--- config.mk ---
export PLATFORM = sky130hd
export DESIGN_NAME = mat_vec_mul_top
export DESIGN_NICKNAME = d
export VERILOG_FILES = /design/src/hdl/mvm_num_pkg.sv /design/src/hdl/mvm_ctrl_pkg.sv /design/src/hdl/mvm_lane_if.sv /design/src/hdl/mvm_sequencer.sv /design/src/hdl/mvm_row_pair_mac.sv /design/src/hdl/mvm_result_merge.sv /design/src/hdl/mat_vec_mul_top.sv
export SDC_FILE = /design/constraint.sdc
export NUM_CORES = 2
export LEC_CHECK = 0
export BUFFER_PORTS_ARGS = -buffer_cell sky130_fd_sc_hd__buf_4
export CELL_PAD_IN_SITES_DETAIL_PLACEMENT = 1
export CELL_PAD_IN_SITES_GLOBAL_PLACEMENT = 2
export CORE_MARGIN = 2
export CORE_UTILIZATION = 45
export CTS_BUF_LIST = sky130_fd_sc_hd__clkbuf_2
export CTS_CLUSTER_DIAMETER = 80
export CTS_CLUSTER_SIZE = 25
export DETAILED_ROUTE_END_ITERATION = 8
export PLACE_DENSITY_LB_ADDON = 0.1
export SYNTH_ARGS = -nofsm -noshare
export SYNTH_HDL_FRONTEND = slang
export SYNTH_SLANG_ARGS = --single-unit
--- constraint.sdc ---
create_clock -name clk -period 28.3 [get_ports clk]
set_clock_uncertainty 0.05 [all_clocks]
set_input_delay 1.415 -clock clk [delete_from_list [all_inputs] [get_ports clk]]
set_output_delay 1.415 -clock clk [all_outputs]
set_load 0.05 [all_outputs]
--- src/hdl/mvm_num_pkg.sv ---
// Numeric format package: Q8.8 element and wide accumulator definitions
`default_nettype none

package mvm_num_pkg;

    // Element format, signed Q8.8
    localparam int DATA_W = 16;
    localparam int FRAC_W = 8;

    // Exact product of two elements
    localparam int PROD_W = 2 * DATA_W;

    // Four products summed need two growth bits, two more kept as margin
    localparam int ACC_W = PROD_W + 4;

    // Matrix is DIM x DIM, vector has DIM elements
    localparam int DIM = 4;

    typedef logic signed [DATA_W-1:0] data_t;
    typedef logic signed [ACC_W-1:0] acc_t;

    // Saturation limits of one element
    localparam data_t DATA_MAX = {1'b0, {(DATA_W-1){1'b1}}};
    localparam data_t DATA_MIN = {1'b1, {(DATA_W-1){1'b0}}};

endpackage

`default_nettype wire

--- src/hdl/mvm_ctrl_pkg.sv ---
// Control package: sequencer states, lane split and column step type
`default_nettype none

package mvm_ctrl_pkg;

    // Sequencer is either waiting for input or stepping columns
    typedef enum logic {
        SEQ_IDLE = 1'b0,
        SEQ_RUN  = 1'b1
    } seq_state_t;

    // Two lanes of two rows each cover the 4x4 matrix
    localparam int N_LANES       = 2;
    localparam int ROWS_PER_LANE = 2;

    // Column index within one pass
    typedef logic [1:0] step_t;

    // Final column of a pass
    localparam step_t LAST_STEP = 2'd3;

endpackage

`default_nettype wire

--- src/hdl/mvm_lane_if.sv ---
// Lane interface: column operands into one row-pair lane and its results out
`default_nettype none
`timescale 1ns/100ps

interface mvm_lane_if;

    import mvm_num_pkg::*;
    import mvm_ctrl_pkg::*;

    // Column operand, one per cycle while step_vld is high
    logic  step_vld;
    step_t step;
    data_t x_elem;
    data_t a_elem [ROWS_PER_LANE];

    // Saturated row results of a finished pass
    data_t res [ROWS_PER_LANE];
    logic  res_vld;

    modport seq (
        output step_vld,
        output step,
        output x_elem,
        output a_elem
    );

    modport mac (
        input  step_vld,
        input  step,
        input  x_elem,
        input  a_elem,
        output res,
        output res_vld
    );

    modport merge (
        input res,
        input res_vld
    );

endinterface

`default_nettype wire

--- src/hdl/mvm_sequencer.sv ---
// Sequencer: captures matrix and vector, then feeds one column per cycle to both lanes
`default_nettype none
`timescale 1ns/100ps

module mvm_sequencer (
    input  wire                 clk,
    input  wire                 rstn,

    // Operands from the top level
    input  mvm_num_pkg::data_t  i_a [mvm_num_pkg::DIM][mvm_num_pkg::DIM],
    input  mvm_num_pkg::data_t  i_x [mvm_num_pkg::DIM],
    input  wire                 i_dv,
    output logic                o_ready,

    // Column operands to the lanes
    mvm_lane_if.seq             lane0,
    mvm_lane_if.seq             lane1
);

    import mvm_num_pkg::*;
    import mvm_ctrl_pkg::*;

    seq_state_t state;
    step_t      step_cnt;
    logic       accept;

    // Captured operands
    data_t      a_r [DIM][DIM];
    data_t      x_r [DIM];

    // Ready only while waiting for work
    assign o_ready = (state == SEQ_IDLE);
    assign accept  = i_dv && o_ready;

    // State and column counter
    always_ff @(posedge clk or negedge rstn) begin
        if (!rstn) begin
            state    <= SEQ_IDLE;
            step_cnt <= '0;
        end else begin
            case (state)
                SEQ_IDLE: begin
                    if (accept) begin
                        state    <= SEQ_RUN;
                        step_cnt <= '0;
                    end
                end

                SEQ_RUN: begin
                    step_cnt <= step_cnt + 1'b1;
                    // Back to idle once the last column has gone out
                    if (step_cnt == LAST_STEP) begin
                        state <= SEQ_IDLE;
                    end
                end

                default: begin
                    state <= SEQ_IDLE;
                end
            endcase
        end
    end

    // Operands are held for the whole pass
    always_ff @(posedge clk) begin
        if (accept) begin
            a_r <= i_a;
            x_r <= i_x;
        end
    end

    // Same column and vector element go to both lanes
    assign lane0.step_vld = (state == SEQ_RUN);
    assign lane0.step     = step_cnt;
    assign lane0.x_elem   = x_r[step_cnt];

    assign lane1.step_vld = (state == SEQ_RUN);
    assign lane1.step     = step_cnt;
    assign lane1.x_elem   = x_r[step_cnt];

    // Lane 0 takes the upper row pair, lane 1 the lower
    always_comb begin
        for (int r = 0; r < ROWS_PER_LANE; r++) begin
            lane0.a_elem[r] = a_r[r][step_cnt];
            lane1.a_elem[r] = a_r[ROWS_PER_LANE + r][step_cnt];
        end
    end

    // An accepted vector gives exactly four column steps with ready low,
    // then ready comes back with the lanes quiet
    a_run_window: assert property (
        @(posedge clk) disable iff (!rstn)
        accept |=> (lane0.step_vld && lane1.step_vld && !o_ready) [*4]
                   ##1 (o_ready && !lane0.step_vld && !lane1.step_vld)
    );

endmodule

`default_nettype wire

--- src/hdl/mvm_row_pair_mac.sv ---
// Row-pair MAC lane: accumulates two matrix rows against the vector, then shifts and saturates
`default_nettype none
`timescale 1ns/100ps

module mvm_row_pair_mac (
    input  wire     clk,
    input  wire     rstn,

    mvm_lane_if.mac lane
);

    import mvm_num_pkg::*;
    import mvm_ctrl_pkg::*;

    // Exact products of this column
    logic signed [PROD_W-1:0] prod [ROWS_PER_LANE];

    // Running row sums
    acc_t acc [ROWS_PER_LANE];

    // Last column was folded in at the previous edge
    logic last_q;

    // Drop the fraction bits, rounding toward minus infinity, and clamp
    function automatic data_t shift_sat(input acc_t sum);
        acc_t shifted;
        shifted = sum >>> FRAC_W;
        if (shifted > acc_t'(DATA_MAX)) begin
            return DATA_MAX;
        end else if (shifted < acc_t'(DATA_MIN)) begin
            return DATA_MIN;
        end else begin
            return data_t'(shifted);
        end
    endfunction

    always_comb begin
        for (int r = 0; r < ROWS_PER_LANE; r++) begin
            prod[r] = lane.a_elem[r] * lane.x_elem;
        end
    end

    // Step 0 restarts the sum
    always_ff @(posedge clk) begin
        if (lane.step_vld) begin
            for (int r = 0; r < ROWS_PER_LANE; r++) begin
                if (lane.step == '0) begin
                    acc[r] <= acc_t'(prod[r]);
                end else begin
                    acc[r] <= acc[r] + acc_t'(prod[r]);
                end
            end
        end
    end

    always_ff @(posedge clk or negedge rstn) begin
        if (!rstn) begin
            last_q       <= 1'b0;
            lane.res_vld <= 1'b0;
        end else begin
            last_q       <= lane.step_vld && (lane.step == LAST_STEP);
            lane.res_vld <= last_q;
        end
    end

    // Results taken one cycle after the final accumulate
    always_ff @(posedge clk) begin
        if (last_q) begin
            for (int r = 0; r < ROWS_PER_LANE; r++) begin
                lane.res[r] <= shift_sat(acc[r]);
            end
        end
    end

    // A pass starts at column 0
    a_step_start: assert property (
        @(posedge clk) disable iff (!rstn)
        $rose(lane.step_vld) |-> (lane.step == '0)
    );

    // and walks the columns in order with no gaps
    a_step_order: assert property (
        @(posedge clk) disable iff (!rstn)
        (lane.step_vld && (lane.step != LAST_STEP))
            |=> (lane.step_vld && (lane.step == step_t'($past(lane.step) + 1'b1)))
    );

endmodule

`default_nettype wire

--- src/hdl/mvm_result_merge.sv ---
// Result merger: joins both lanes into the output vector with a one-cycle valid
`default_nettype none
`timescale 1ns/100ps

module mvm_result_merge (
    input  wire                 clk,
    input  wire                 rstn,

    // Finished row pairs from the lanes
    mvm_lane_if.merge           lane0,
    mvm_lane_if.merge           lane1,

    // Output vector and its strobe
    output mvm_num_pkg::data_t  o_y [mvm_num_pkg::DIM],
    output logic                o_dv
);

    import mvm_ctrl_pkg::*;

    logic both_vld;

    assign both_vld = lane0.res_vld && lane1.res_vld;

    always_ff @(posedge clk or negedge rstn) begin
        if (!rstn) begin
            o_dv <= 1'b0;
            for (int i = 0; i < 2 * ROWS_PER_LANE; i++) begin
                o_y[i] <= '0;
            end
        end else begin
            o_dv <= both_vld;
            // Rows 0-1 from lane 0, rows 2-3 from lane 1
            if (both_vld) begin
                for (int r = 0; r < ROWS_PER_LANE; r++) begin
                    o_y[r]                 <= lane0.res[r];
                    o_y[ROWS_PER_LANE + r] <= lane1.res[r];
                end
            end
        end
    end

    // Lanes run in lock step, so a lone pulse means a lost result
    a_lanes_aligned: assert property (
        @(posedge clk) disable iff (!rstn)
        lane0.res_vld == lane1.res_vld
    );

endmodule

`default_nettype wire

--- src/hdl/mat_vec_mul_top.sv ---
// Matrix-vector multiplier top: 4x4 Q8.8 matrix times 4-element vector
`default_nettype none
`timescale 1ns/100ps

module mat_vec_mul_top (
    input  wire                 clk,
    input  wire                 rstn,

    // Input matrix and vector, taken when i_dv and o_ready are high
    input  mvm_num_pkg::data_t  i_a [mvm_num_pkg::DIM][mvm_num_pkg::DIM],
    input  mvm_num_pkg::data_t  i_x [mvm_num_pkg::DIM],
    input  wire                 i_dv,

    // Result vector, valid for one cycle with o_dv
    output mvm_num_pkg::data_t  o_y [mvm_num_pkg::DIM],
    output logic                o_dv,
    output logic                o_ready
);

    import mvm_ctrl_pkg::*;

    // One link per row-pair lane
    mvm_lane_if lane_if [N_LANES] ();

    // Column stepping and operand broadcast
    mvm_sequencer sequencer_i (
        .clk     (clk),
        .rstn    (rstn),
        .i_a     (i_a),
        .i_x     (i_x),
        .i_dv    (i_dv),
        .o_ready (o_ready),
        .lane0   (lane_if[0]),
        .lane1   (lane_if[1])
    );

    // Lanes work side by side on their row pairs
    for (genvar g = 0; g < N_LANES; g++) begin : g_lane
        mvm_row_pair_mac mac_i (
            .clk  (clk),
            .rstn (rstn),
            .lane (lane_if[g])
        );
    end

    // Output register and strobe
    mvm_result_merge merge_i (
        .clk   (clk),
        .rstn  (rstn),
        .lane0 (lane_if[0]),
        .lane1 (lane_if[1]),
        .o_y   (o_y),
        .o_dv  (o_dv)
    );

endmodule

`default_nettype wire

Word level (Yosys, flattened, before mapping) --
Memories as Yosys holds them, arrays and structs flattened. Cells that the tools add are included.
Storage, ports and cells: flip-flop bits (word level) 454, RAM bits 144, memories kept 2
Memories:
- g_lane[0].mac_i.acc | depth 2, width 36, read ports 2, clocked after Yosys merged registers in 0, wr ports 2, line mvm_row_pair_mac.sv:19 | acc_t acc [ROWS_PER_LANE];
- g_lane[1].mac_i.acc | depth 2, width 36, read ports 2, clocked after Yosys merged registers in 0, wr ports 2, line mvm_row_pair_mac.sv:19
Cells by class: add/subtract/negate cells 5, multipliers 4, $lt $le $gt $ge 9, eq/ne operators 2, mux-type cells 34, bitwise logic cells 6, reductions and logical operators 3
Operator list (number):
- 16-bit two-way mux | 14
- 16-bit binary-select mux with 2-bit select | 5
- 36-bit by 32-bit adder with 36-bit output | 4
- 36-bit two-way mux | 4
- 16-bit by 16-bit multiplier with 32-bit output | 4
- 28-bit by 16-bit greater-than comparator with 1-bit output, second input constant | 4
- 28-bit by 16-bit < comparator with 1-bit output, second input constant | 4
- 1-bit two-way mux | 8
- 1-bit OR | 4
- 2-bit case mux with 2 select lines | 1
- 3-bit >= comparator, second input constant | 1
- 2-bit inverter with 3-bit output | 1
- 2-bit by 1-bit adder with 2-bit output, second input constant | 1
- 2-bit == test, second input constant | 1
- 1-bit logical AND | 2
- 2-bit logical NOT | 1
- 2-bit two-way mux | 1
- 2-bit != test, second input constant | 1
- 1-bit case mux with 2 select lines | 1
- 1-bit inverter | 1

Depth between registers and ports, before layout --
depth after elaboration 7, depth in mapped cells 41

Cells and area by module --
A second synthesis with hierarchy kept.
Second synthesis, totals: cell total of the unflattened synthesis 6534, area total of the unflattened synthesis 69245.2 sq um
Modules (own cells, without submodules):
- mvm_row_pair_mac at g_lane[0].mac_i | times used 1, cells each 2995, area each 27433.8 sq um
- mvm_row_pair_mac at g_lane[1].mac_i | times used 1, cells each 2952, area each 27297.4 sq um
- mvm_sequencer | times used 1, cells each 449, area each 11902.7 sq um
- mvm_result_merge | times used 1, cells each 138, area each 2611.3 sq um

Worst setup path before layout --
OpenSTA, ideal clock, no wires.
path type input -> register, from in i_dv, to reg sequencer_i.state (netlist: sequencer_i.lane0.step_vld), library setup time 0.170 ns, arrival time 15.961 ns, required time 28.080 ns, slack 12.119 ns, cell stages on the path 3, buffers on the path 0, cell sequence inv_1 nor2_1 o21bai_1
On the way: longest elaborated chain between the ends 3
Ends and longest elaborated chain:
- start, declared | line mat_vec_mul_top.sv:12 | input wire i_dv,
- 1-bit logical AND | line mvm_sequencer.sv:33 | assign accept = i_dv && o_ready;
- net sequencer_i.accept | line mvm_sequencer.sv:25 | logic accept;
- 1-bit two-way mux | line mvm_sequencer.sv:43 | if (accept) begin
- 1-bit case mux with 2 select lines | line mvm_sequencer.sv:41 | case (state)
- end signal, assigned | line mvm_sequencer.sv:38 | state <= SEQ_IDLE;
- end signal, assigned | line mvm_sequencer.sv:44 | state <= SEQ_RUN;
- end signal, assigned | line mvm_sequencer.sv:53 | state <= SEQ_IDLE;
- end, declared | line mvm_sequencer.sv:23 | seq_state_t state;
The timed path passes the listed nets, and every way through them passes these cells. A chain may end at the register's enable or synchronous reset.

==> results.sh <==
export IMPL_cts_root_buf="clkbuf_2"
export IMPL_drt_initial_drc_count=3209
export IMPL_cts_reportedPaths_clkPinSlew_ns=0.39
export IMPL_slowest_stage="buf_4"
export IMPL_clock_latency_ns=1.52
export IMPL_cpMostUsedCell="fa_1"
export IMPL_r2r_slack_ns=16.18
export IMPL_wl_per_cell_um=24.1
export IMPL_antenna_found_initial=16
export IMPL_yosysMostFrequentCell="inv_1"
export IMPL_final_nets=9229
export IMPL_period_needed_ns=12.12
export IMPL_die_area_sq_um=156000
export IMPL_first_global_vias=56900
export IMPL_synth_area_sq_um=68800
export IMPL_hpwl_mm=170
export IMPL_grt_use_met3_pct=4.96
export IMPL_setup_violations=0
export IMPL_clockBufferDepth=3
export IMPL_globalRouteTotalUtil_pct=29.4
export IMPL_slew_viol_final=0
export IMPL_ios=389
export IMPL_cp_end_kind="flop"
export IMPL_htreeDepth=2
export IMPL_dp_cells=9040
export IMPL_syn_area_per_cell_sq_um=10.1
export IMPL_use_met2_pct=49.1
export IMPL_ys_seq_elements=598
export IMPL_hold_violations=0
export IMPL_drv_cap=0
export IMPL_fp_row_count=143
export IMPL_core_sq_um=152000
export IMPL_crit_type="flop to flop"
export IMPL_yosys_area_top_type_share_pct=30.6
export IMPL_initial_utilization_pct=45.3
export IMPL_yosys_area_top_type="fa_1"
export IMPL_critPathArrivalTime_ns=13.34
export IMPL_tns_ns=0
export IMPL_dr_pass1_iters=5
export IMPL_hp_class="input pin to async pin"
export IMPL_routabilityCongestion=0.881
export IMPL_crit_required_ns=29.52
export IMPL_grt_setup_unrepaired="false"
export IMPL_numCtsBuffers=46
export IMPL_drive_above_1_share_pct=10.5
export IMPL_synth_ff_type="edfxtp_1"
export IMPL_grt_pass1_wl_mm=350
export IMPL_die_x_um=395
export IMPL_cts_tree="yes"
export IMPL_drc=0
export IMPL_ant_nets=0
export IMPL_fin_cells=9458
export IMPL_ys_types=94
export IMPL_wirelength_mm=228
export IMPL_port_buffer_count=388
export IMPL_crit_path_start_kind="flop"
export IMPL_max_slew_worst_pin_slew_ns=1.31
export IMPL_fp_dieH_um=395
export IMPL_synthTopCellsByCount="inv_1, fa_1, nand2_1"
export IMPL_cp_max_fo=62
export IMPL_maxSlewHeadroom_pct=12.3
export IMPL_synth_seq_area_share_pct=25.6
export IMPL_grt_util_met1_pct=39.8
export IMPL_busiest_layer="met2"
export IMPL_syn_inst=6794
export IMPL_grt_overflow=0
export IMPL_cts_sinks=598
export IMPL_synth_async_reset_ratio_pct=11.7
export IMPL_post_route_period_util_pct=42.8
export IMPL_grt_start_max_net_pins=194
export IMPL_hold_ws_ns=0.353
export IMPL_synth_area_top_cells="fa_1, edfxtp_1, ha_1, inv_1, nand2_1"
export IMPL_clock_fmax_mhz=82.5
export IMPL_syn_num_nets=8643
export IMPL_status="finished, final reports clean"
export IMPL_area_growth_pct=13.5
export IMPL_ys_warn_count=0
export IMPL_vias=51500
export IMPL_post_cts_buffers=0
export IMPL_synth_edf_count=528
export IMPL_final_util_pct=51.4
export IMPL_slowest_delay_ns=0.87
export IMPL_viasPerCell=5.45
what timing repair did:
item / in CTS / in global routing
hold buffers: 322 / 0
hold endpoints to repair: 354 / 0
gates resized for setup: 0 / 0
area by class of cell:
cell class / instances / area (sq um)
Tap cell: 2030 / 2540
Clock buffer: 49 / 245
Inverter: 1236 / 4640
Timing Repair Buffer: 782 / 6700
Clock inverter: 35 / 502
Antenna cell: 12 / 30.0
Sequential cell: 598 / 17600
Multi-Input combinational cell: 4716 / 45800
Fill cell: 16700 / 73800
cells by family (layout without fill, tap and decap cells):
family	count (synthesis)	in the layout	share of synthesized area (%)
simple gates	1684	1684	10.3
fa+ha+maj	1526	1526	39.2
buf+inv	1480	2102	8.10
compound gates	1022	1022	9.74
flops	598	598	25.6
xor+xnor	249	249	3.17
mux	235	235	3.84
other cells	0	12	0
worst paths after layout:
path / startpoint / end / depth (start not counted)
setup / recovery: sequencer_i.lane0.step[1] / g_lane[1].mac_i.acc[1][35] / 31
hold / removal: rstn / merge_i.o_y[43] / 2
setup reg to reg: sequencer_i.lane0.step[1] / g_lane[1].mac_i.acc[1][35] / 31
hold reg to reg: g_lane[0].mac_i.lane.res[20] / merge_i.o_y[52] / 1
max in group asynchronous: rstn / sequencer_i.lane0.step[0] / 3
min in group clk: g_lane[0].mac_i.lane.res[20] / merge_i.o_y[52] / 1
metrics by stage:
step	setup WS [ns]	area [sq um]
floorplan	12.12	68800
global placement	16.61	74100
detailed placement	16.47	74100
CTS	16.39	78000
global route	15.75	78100
finish	16.18	78100
metal layers:
| metal | vias to the layer above | wire (um) |
|---|---|---|
| met1 | 26800 | 97500 |
| met3 | 269 | 14400 |
| li1 | 23000 | - |
| met4 | 12 | 6690 |
| met5 | - | 82 |
| met2 | 1395 | 109000 |
sequential cells by signal, summed over array words and instances (netlist names):
name                        cells
g_lane.mac_i.acc              144
g_lane.mac_i.lane.res          64
g_lane.mac_i.lane.res_vld       1
g_lane.mac_i.last_q             1
merge_i.o_dv                    1
merge_i.o_y                    64
sequencer_i.a_r               256
sequencer_i.lane0.step          2
sequencer_i.lane0.step_vld      1
sequencer_i.x_r                64
worst max-delay path, delay by kind of cell (launching register included):
family	cells	cell delay [ns]
compound gates	10	3.57
mux	1	0.42
simple gates	4	0.62
buf+inv	7	2.37
fa+ha+maj	8	3.76
flops	1	0.73
xor+xnor	1	0.23
placed cells by master (no fill, tap or decap), types with 120 or more instances in the layout:
cell / n
a21o_1: 120
a21oi_1: 210
buf_4: 458
dlygate4sd3_1: 322
edfxtp_1: 528
fa_1: 1052
ha_1: 474
inv_1: 1235
mux2_2: 150
nand2_1: 760
nor2_1: 601
o21a_1: 159
o21ai_0: 201
xnor2_1: 171
Power is left out: the tool's default activity adds up to more than one toggle a clock period on the data nets, which glitch-free logic cannot reach.
